## src/lvda_pkg.sv

```systemverilog
`default_nettype none

package lvda_pkg;

    // Delay-line taps W, X, Y and Z, one per phase of a bit time.
    localparam int NUM_TAPS = 4;

    // Flop depth ahead of the edge detector.
    localparam int SYNC_STAGES = 2;

    // Bit times G1D to G7D in one word.
    localparam int NUM_BITS = 7;

    // Positions in the gd one-hot.
    localparam int G1D_IDX = 0;
    localparam int G2D_IDX = 1;
    localparam int G7D_IDX = NUM_BITS - 1;

    // gd selects G1D out of reset.
    localparam logic [NUM_BITS-1:0] GD_RESET = NUM_BITS'(1) << G1D_IDX;

    // Expected next tap in the W-X-Y-Z rotation.
    typedef enum logic [1:0] {
        PH_W = 2'd0,
        PH_X = 2'd1,
        PH_Y = 2'd2,
        PH_Z = 2'd3
    } phase_t;

    // Computer phase, advanced once per word.
    typedef enum logic [1:0] {
        CYC_A = 2'd0,
        CYC_B = 2'd1,
        CYC_C = 2'd2
    } cycle_t;

    // Tap order as bit positions in the packed tap vector.
    localparam int TAP_W = 0;
    localparam int TAP_X = 1;
    localparam int TAP_Y = 2;
    localparam int TAP_Z = 3;

endpackage

`default_nettype wire

```

## src/phase_gen.sv

```systemverilog
`default_nettype none

module phase_gen import lvda_pkg::*; (
    input  logic sim_clk,
    input  logic rst_n,
    input  logic wda,
    input  logic xda,
    input  logic yda,
    input  logic zda,
    output logic w3,
    output logic x3,
    output logic y3,
    output logic z1,
    output logic phase_err
);

    logic [NUM_TAPS-1:0]                  taps;
    logic [SYNC_STAGES-1:0][NUM_TAPS-1:0] sync_q;
    logic [NUM_TAPS-1:0]                  prev_q;
    logic [NUM_TAPS-1:0]                  rise;
    logic [NUM_TAPS-1:0]                  expect_mask;
    logic [NUM_TAPS-1:0]                  pulse_q;
    logic                                 hit;
    logic                                 stray;
    phase_t                               state_q;
    phase_t                               state_d;

    assign taps = {zda, yda, xda, wda};

    // Taps are asynchronous to sim_clk.
    always_ff @(posedge sim_clk) begin
        if (!rst_n) begin
            sync_q <= '0;
            prev_q <= '0;
        end else begin
            sync_q[0] <= taps;
            for (int i = 1; i < SYNC_STAGES; i++) begin
                sync_q[i] <= sync_q[i-1];
            end
            prev_q <= sync_q[SYNC_STAGES-1];
        end
    end

    assign rise        = sync_q[SYNC_STAGES-1] & ~prev_q;
    assign expect_mask = NUM_TAPS'(1) << state_q;
    assign hit         = |(rise & expect_mask);
    assign stray       = |(rise & ~expect_mask); // Any edge out of turn.

    always_comb begin
        case (state_q)
            PH_W:    state_d = PH_X;
            PH_X:    state_d = PH_Y;
            PH_Y:    state_d = PH_Z;
            default: state_d = PH_W;
        endcase
    end

    always_ff @(posedge sim_clk) begin
        if (!rst_n) begin
            state_q   <= PH_W;
            pulse_q   <= '0;
            phase_err <= 1'b0;
        end else begin
            pulse_q <= rise & expect_mask; // Only the expected tap may pulse.
            if (hit) begin
                state_q <= state_d;
            end
            if (stray) begin
                phase_err <= 1'b1; // Held until reset.
            end
        end
    end

    assign w3 = pulse_q[TAP_W];
    assign x3 = pulse_q[TAP_X];
    assign y3 = pulse_q[TAP_Y];
    assign z1 = pulse_q[TAP_Z];

    assert property (@(posedge sim_clk) disable iff (!rst_n) $onehot0({w3, x3, y3, z1}))
        else $error("phase_gen: more than one phase pulse in a cycle");

endmodule

`default_nettype wire

```

## src/bit_timer.sv

```systemverilog
`default_nettype none

module bit_timer import lvda_pkg::*; (
    input  logic                sim_clk,
    input  logic                rst_n,
    input  logic                z1,
    output logic [NUM_BITS-1:0] gd,
    output logic                word_end
);

    logic [NUM_BITS-1:0] gd_q;
    logic [NUM_BITS-1:0] gd_next;
    logic                last_bit;
    logic                word_end_q;

    // G7D is the final bit time of a word.
    assign last_bit = gd_q[G7D_IDX];

    // Rotate left, G7D wraps round to G1D.
    assign gd_next = {gd_q[NUM_BITS-2:0], gd_q[G7D_IDX]};

    always_ff @(posedge sim_clk) begin
        if (!rst_n) begin
            gd_q <= GD_RESET;
        end else if (z1) begin
            gd_q <= gd_next;
        end
    end

    // Strobe lines up with the wrap to G1D.
    always_ff @(posedge sim_clk) begin
        if (!rst_n) begin
            word_end_q <= 1'b0;
        end else begin
            word_end_q <= z1 && last_bit;
        end
    end

    assign gd       = gd_q;
    assign word_end = word_end_q;

    assert property (@(posedge sim_clk) disable iff (!rst_n) $onehot(gd))
        else $error("bit_timer: gd not one-hot (%b)", gd);

endmodule

`default_nettype wire

```

## src/cycle_timer.sv

```systemverilog
`default_nettype none

module cycle_timer import lvda_pkg::*; (
    input  logic                sim_clk,
    input  logic                rst_n,
    input  logic                word_end,
    input  logic [NUM_BITS-1:0] gd,
    output logic                pa,
    output logic                pb,
    output logic                pc,
    output logic                pcg2,
    output logic                resm
);

    cycle_t state_q;
    cycle_t state_d;
    logic   resm_q;
    logic   wrap;

    always_comb begin
        case (state_q)
            CYC_A:   state_d = CYC_B;
            CYC_B:   state_d = CYC_C;
            default: state_d = CYC_A; // C goes back to A.
        endcase
    end

    assign wrap = word_end && (state_q == CYC_C);

    always_ff @(posedge sim_clk) begin
        if (!rst_n) begin
            state_q <= CYC_A;
        end else if (word_end) begin
            state_q <= state_d;
        end
    end

    // Reset mode lasts one full A-B-C cycle.
    always_ff @(posedge sim_clk) begin
        if (!rst_n) begin
            resm_q <= 1'b1;
        end else if (wrap) begin
            resm_q <= 1'b0;
        end
    end

    assign pa   = (state_q == CYC_A);
    assign pb   = (state_q == CYC_B);
    assign pc   = (state_q == CYC_C);
    assign pcg2 = pc && gd[G2D_IDX]; // PC at G2.
    assign resm = resm_q;

    assert property (@(posedge sim_clk) disable iff (!rst_n) $onehot({pa, pb, pc}))
        else $error("cycle_timer: A/B/C phases not one-hot");

endmodule

`default_nettype wire

```

## src/lvda_timing.sv

```systemverilog
`default_nettype none

module lvda_timing import lvda_pkg::*; (
    input  logic                sim_clk,
    input  logic                rst_n,
    input  logic                wda,
    input  logic                xda,
    input  logic                yda,
    input  logic                zda,
    output logic                w3,
    output logic                x3,
    output logic                y3,
    output logic                z1,
    output logic                phase_err,
    output logic [NUM_BITS-1:0] gd,
    output logic                word_end,
    output logic                pa,
    output logic                pb,
    output logic                pc,
    output logic                pcg2,
    output logic                resm
);

    // Taps to W3, X3, Y3 and Z1.
    phase_gen phase_gen0 (
        .sim_clk   (sim_clk),
        .rst_n     (rst_n),
        .wda       (wda),
        .xda       (xda),
        .yda       (yda),
        .zda       (zda),
        .w3        (w3),
        .x3        (x3),
        .y3        (y3),
        .z1        (z1),
        .phase_err (phase_err)
    );

    // Z1 to G1D..G7D.
    bit_timer bit_timer0 (
        .sim_clk  (sim_clk),
        .rst_n    (rst_n),
        .z1       (z1),
        .gd       (gd),
        .word_end (word_end)
    );

    cycle_timer cycle_timer0 (
        .sim_clk  (sim_clk),
        .rst_n    (rst_n),
        .word_end (word_end),
        .gd       (gd),
        .pa       (pa),
        .pb       (pb),
        .pc       (pc),
        .pcg2     (pcg2),
        .resm     (resm)
    );

endmodule

`default_nettype wire

```

## config.mk

```make
export PLATFORM = sky130hd
export DESIGN_NAME = lvda_timing
export DESIGN_NICKNAME = d
export VERILOG_FILES = /design/src/lvda_pkg.sv /design/src/phase_gen.sv /design/src/bit_timer.sv /design/src/cycle_timer.sv /design/src/lvda_timing.sv
export SDC_FILE = /design/constraint.sdc
export NUM_CORES = 1
export LEC_CHECK = 0
export ABC_AREA = 1
export BUFFER_PORTS_ARGS = -buffer_cell sky130_fd_sc_hd__buf_4
export CAP_MARGIN = 20
export CORE_MARGIN = 2
export CORE_UTILIZATION = 52
export CTS_CLUSTER_DIAMETER = 30
export DETAILED_ROUTE_END_ITERATION = 16
export GPL_ROUTABILITY_DRIVEN = 1
export HOLD_SLACK_MARGIN = 0.15
export PLACE_DENSITY = 0.75
export SETUP_SLACK_MARGIN = 0.4
export SLEW_MARGIN = 30
export SYNTH_ARGS = -nofsm -noshare
export SYNTH_HDL_FRONTEND = slang
export SYNTH_SLANG_ARGS = --single-unit
```

## constraint.sdc

```tcl
create_clock -name sim_clk -period 1.61 [get_ports sim_clk]
set_input_delay 0.322 -clock sim_clk [delete_from_list [all_inputs] [get_ports sim_clk]]
set_output_delay 0.322 -clock sim_clk [all_outputs]
set_load 0.005 [all_outputs]
```

Word-level counts from Yosys, hierarchy flattened
Cells that the tools add are included.
{"block": "op_classes", "reduce_logical": 7, "eq_ne": 4, "n_shift": 1, "n_mux": 2, "n_bitwise": 5}
{"operator": "bitwise AND 4 bit", "n": 3}
{"operator": "inverter 4 bit", "n": 2}
{"operator": "OR reduction 4 bit", "n": 2}
{"operator": "one-hot mux 2 bit (3 select lines)", "n": 1}
{"operator": "== test 2 x 1 -> 1 bit, second input constant", "n": 2}
{"operator": "== test 2 bit, second input constant", "n": 2}
{"operator": "zero test 2 bit", "n": 2}
{"operator": "one-hot mux 2 bit (2 select lines)", "n": 1}
{"operator": "left shift 1 x 2 -> 4 bit, first input constant", "n": 1}
{"operator": "logical AND 1 bit", "n": 3}
{"block": "totals", "out_inout_bits": 18, "inputBits": 6, "regBits": 30, "wordCells": 29}

Longest topological paths before layout
{"block": "logic_depth", "depth_word": 4, "mapped_depth": 8, "depth_no_buf": 8}

Modules after synthesis
A second synthesis with hierarchy kept.
{"block": "hier_totals", "hier_cells": 151, "hier_area_um2": 1163.6}
{"mod": "phase_gen", "seq_area_each_um2": 380.4, "cells_each": 86, "n_inst": 1, "area_each_um2": 713.2}
{"mod": "bit_timer", "seq_area_each_um2": 160.2, "cells_each": 46, "n_inst": 1, "area_each_um2": 314.1}
{"mod": "cycle_timer", "seq_area_each_um2": 60.1, "cells_each": 19, "n_inst": 1, "area_each_um2": 136.4}

Worst setup path after synthesis
Ideal clock, no wire load.
{"block": "synth_path", "path_kind": "reg2reg", "from": "register phase_gen0.state_q[0]", "to": "register phase_gen0.state_q[0]", "arrival_ns": 1.067, "setup_time_ns": 0.114, "synth_period_minus_slack_ns": 1.181, "path_buffers": 0, "required_time_ns": 1.496, "slack_ns": 0.429, "stages_incl_launch_ff": 9, "cell_sequence": "dfxtp_1 > inv_1 > ha_1 > nand3_1 > nand2_2 > nor2_4 > nand2_1 > nand2_1 > nor2_2"}
{"block": "synth_via", "elab_chain_len": 3, "elab_cells_between_ends": 7, "classes_between": "eq/ne: 2; shift: 1; mux: 1; bitwise: 1; reduce/logical: 2"}
{"item": "start: declaration", "line": "phase_gen.sv:25", "rtl": "phase_t state_q;"}
{"item": "start signal: assignment", "line": "phase_gen.sv:66", "rtl": "state_q <= state_d;"}
{"item": "left shift 1 x 2 -> 4 bit", "line": "phase_gen.sv:45", "rtl": "assign expect_mask = NUM_TAPS'(1) << state_q;"}
{"item": "bitwise AND 4 bit", "line": "phase_gen.sv:46", "rtl": "assign hit = |(rise & expect_mask);"}
{"item": "OR reduction 4 bit", "line": "phase_gen.sv:46"}
Several ways; a longest one is shown, not always the timed one.
A chain may end at the register's enable or synchronous reset.

Worst setup path in the final report
{"block": "layout_path", "from": "register cycle_timer0.state_q[1]", "to": "output pa"}
{"block": "layout_via", "elab_chain_len": 1}
{"item": "start: declaration", "line": "cycle_timer.sv:15", "rtl": "cycle_t state_q;"}
{"item": "start signal: assignment", "line": "cycle_timer.sv:34", "rtl": "state_q <= state_d;"}
{"item": "zero test 2 bit", "line": "cycle_timer.sv:47", "rtl": "assign pa = (state_q == CYC_A);"}
{"item": "end: declaration", "line": "lvda_timing.sv:17", "rtl": "output logic pa,"}
No other way between the ends.

==> flow_summary.json <==
{
  "reg2reg_to": "phase_gen0.state_q[0]$_SDFFE_PN0P_",
  "syn_nets": 146,
  "final.setup_skew_ns": 0.01188,
  "clk_latency_ns": 0.32,
  "cp.required_ns": 1.29,
  "antenna_left": 0,
  "dieWidth_um": 50.95,
  "antennaDiodeCount": 0,
  "cp_cell_sequence": "buf_4 -> nor2_1 -> buf_4",
  "path_class": "flip-flop to output pin",
  "hp-class": "input pin to flip-flop",
  "cts-buffers-inserted": 5,
  "avgSynthCellArea_um2": 8.553,
  "worst_r2r_path_depth": 8,
  "viasPerCell": 4.572,
  "cts_tree": "yes",
  "final_cell_mix": "dfxtp_1, buf_4, nor2_1, nand2_1, inv_1",
  "tightest_slew_ns": 0.2105,
  "yosysTopAreaCellShare_pct": 52.40,
  "crit_family": "flip-flops",
  "crit_arrival_ns": 1.03,
  "wl_per_cell_um": 10.28,
  "layout.nets": 178,
  "cp-start-kind": "flip-flop",
  "crit_top_cell": "buf_4",
  "core_area_um2": 2022,
  "worstSetupStartpoint": "cycle_timer0.state_q[1]$_SDFFE_PN0P_",
  "power.density_nw_per_um2": 883.1,
  "clock-root-buffer": "clkbuf_4",
  "tns_ns": 0,
  "rows": 16,
  "antenna_found_initial": 0,
  "rsz0062_at_grt": "yes",
  "place.gp.congestion": 0.8756,
  "synth_area_leaders": "dfxtp_1, nor2_1, nand2_1, ha_1, inv_1",
  "numPortBuffers": 23,
  "cts_buffer_depth": 2,
  "drc": 0,
  "crit_fanout": 2,
  "final.period_utilization_pct": 84.22,
  "ios": 24,
  "htreeDepth": 2,
  "design_area_um2": 1510,
  "reg2reg_from": "phase_gen0.state_q[0]$_SDFFE_PN0P_",
  "synth_seq_cells": 30,
  "grt_pass1_wl_um": 3346,
  "slew_headroom_pct": 85.97,
  "leakage_nw": 0.7531,
  "synth_cell_types": 20,
  "path_buf_inv": 2,
  "synth_area_um2": 1146,
  "first_global_vias": 852,
  "path_clk_slew_ns": 0.09,
  "drt_wl_total_um": 1994,
  "grt-ovfl-total": 0,
  "firstDrtPassIters": 4,
  "ys_seq_area_share_pct": 52.40,
  "grt_use_total_pct": 17.50,
  "clock.fmax_mhz": 737.5,
  "synthCells": 134,
  "outcome": "complete, no violations",
  "areaGrowthSynthToFinish_pct": 31.77,
  "drive_gt1_share_pct": 38.32,
  "max_stage_delay_ns": 0.33,
  "cp-end-kind": "output pin",
  "dp_hpwl_um": 1414,
  "clkSinkCount": 30,
  "finalSetupViolCount": 0,
  "ff2ff_setup_slack_ns": 0.45,
  "drv_slew": 0,
  "die-area_um2": 2595,
  "drt_iter0_drc": 7,
  "min_period_ns": 1.356,
  "peakVddDrop_mv": 0.7816,
  "drv_cap": 0,
  "yosysWarnings": 0,
  "crit_end": "pa",
  "vias": 887,
  "synth_top_cell_by_area": "dfxtp_1",
  "cp.depth": 3,
  "placed_area_um2": 1334,
  "grt_max_degree": 24,
  "slowest_stage": "dfxtp_2",
  "hold_viol_final": 0,
  "start_util_pct": 56.68,
  "die_y_um": 50.95
}
==> timing repair <==
item	4_1_cts	5_1_grt
endpoints found under the hold margin	0	0
gates resized for setup	11	15
hold buffers	0	0
endpoints found under the setup margin	7	6
cloned	0	0
buffers inserted	4	0
pin swaps	1	5
==> sequential cells by signal, summed over array words and instances (netlist names) <==
signal	cells
phase_gen0.pulse_q	4
cycle_timer0.state_q	2
bit_timer0.gd	7
phase_gen0.phase_err	1
phase_gen0.sync_q	8
cycle_timer0.resm	1
phase_gen0.state_q	2
bit_timer0.word_end	1
phase_gen0.prev_q	4
==> synthesized netlist by cell type <==
master / instances
nor2_2: 4
nand2_2: 2
nand3_2: 3
o211ai_1: 1
nor2_1: 23
o21bai_1: 1
nor2_4: 1
a21oi_1: 2
buf_4: 1
nand3_1: 2
nand2_1: 21
o21ai_2: 1
nand3b_1: 2
o21ai_1: 6
inv_2: 5
ha_1: 6
buf_6: 1
inv_1: 20
dfxtp_1: 30
a211oi_2: 2
==> kinds of logic (layout without fill, tap and decap cells) <==
kind of cell / count (synthesis) / count (layout) / synth area share, %
flip-flops: 30 / 30 / 52.40
AO/OA/AOI/OAI: 13 / 13 / 7.752
buffers and inverters: 27 / 60 / 9.826
adder cells (fa/ha/maj): 6 / 6 / 6.550
AND/OR/NAND/NOR: 58 / 58 / 23.47
==> cell type report <==
type | count | area, um2
flip-flops and latches | 30 | 616.8
repair buffers | 27 | 210.2
clock buffers | 7 | 55.05
well taps | 27 | 33.78
clock inverters | 1 | 5.005
fillers | 152 | 511.7
multi-input cells | 77 | 490.5
inverters | 25 | 98.84
==> stage by stage <==
stage / hold slack, ns / cells / util [%] / total power, mW / worst slack, ns
floorplan: 0.3905 / 134 / - / 0.8501 / 0.4290
global placement: 0.3955 / 182 / 65.97 / 0.8719 / 0.3712
detailed placement: 0.3972 / 182 / 65.97 / 0.8755 / 0.3276
CTS: 0.1791 / 194 / 71.91 / 1.335 / 0.2273
global route: 0.1654 / 194 / 74.69 / 1.399 / 0.1851
finish: 0.1915 / 194 / 74.69 / 1.334 / 0.2541
==> worst min-delay path by stage <==
stage                                     from                               to  slack [ns]  depth (start not counted)
3_5_place_dp   phase_gen0.sync_q[3]$_SDFF_PN0_  phase_gen0.sync_q[7]$_SDFF_PN0_        0.40                          2
6_report                                   wda  phase_gen0.sync_q[0]$_SDFF_PN0_        0.19                          3
2_1_floorplan  phase_gen0.sync_q[0]$_SDFF_PN0_  phase_gen0.sync_q[4]$_SDFF_PN0_        0.39                          2
5_1_grt                                    yda  phase_gen0.sync_q[2]$_SDFF_PN0_        0.17                          3
3_3_place_gp   phase_gen0.sync_q[3]$_SDFF_PN0_  phase_gen0.sync_q[7]$_SDFF_PN0_        0.40                          2
4_1_cts                                    yda  phase_gen0.sync_q[2]$_SDFF_PN0_        0.18                          3
==> worst register-to-register path, delay by kind of cell, from the launching register on <==
family,cells,cell delay [ns]
simple gates,6,0.41
buf+inv,1,0.12
flops,1,0.37
fa+ha+maj,1,0.15
==> metal layers <==
| metal | vias up | track usage [%] | wire (um) |
|---|---|---|---|
| li1 | 469 | - | - |
| met1 | 399 | 19.70 | 916 |
| met2 | 19 | 30.52 | 987 |
| met3 | 0 | 6.140 | 90 |
| met4 | 0 | 5.856 | 0 |
| met5 | - | 0 | 0 |
==> power breakdown <==
part | switching, mW | leakage, nW | internal, mW
logic | 0.0559 | 0.470 | 0.0519
clock network | 0.242 | 0.0353 | 0.211
registers | 0.0144 | 0.248 | 0.758
total | 0.313 | 0.753 | 1.02
No activity file was read; power rests on OpenSTA's default activity.
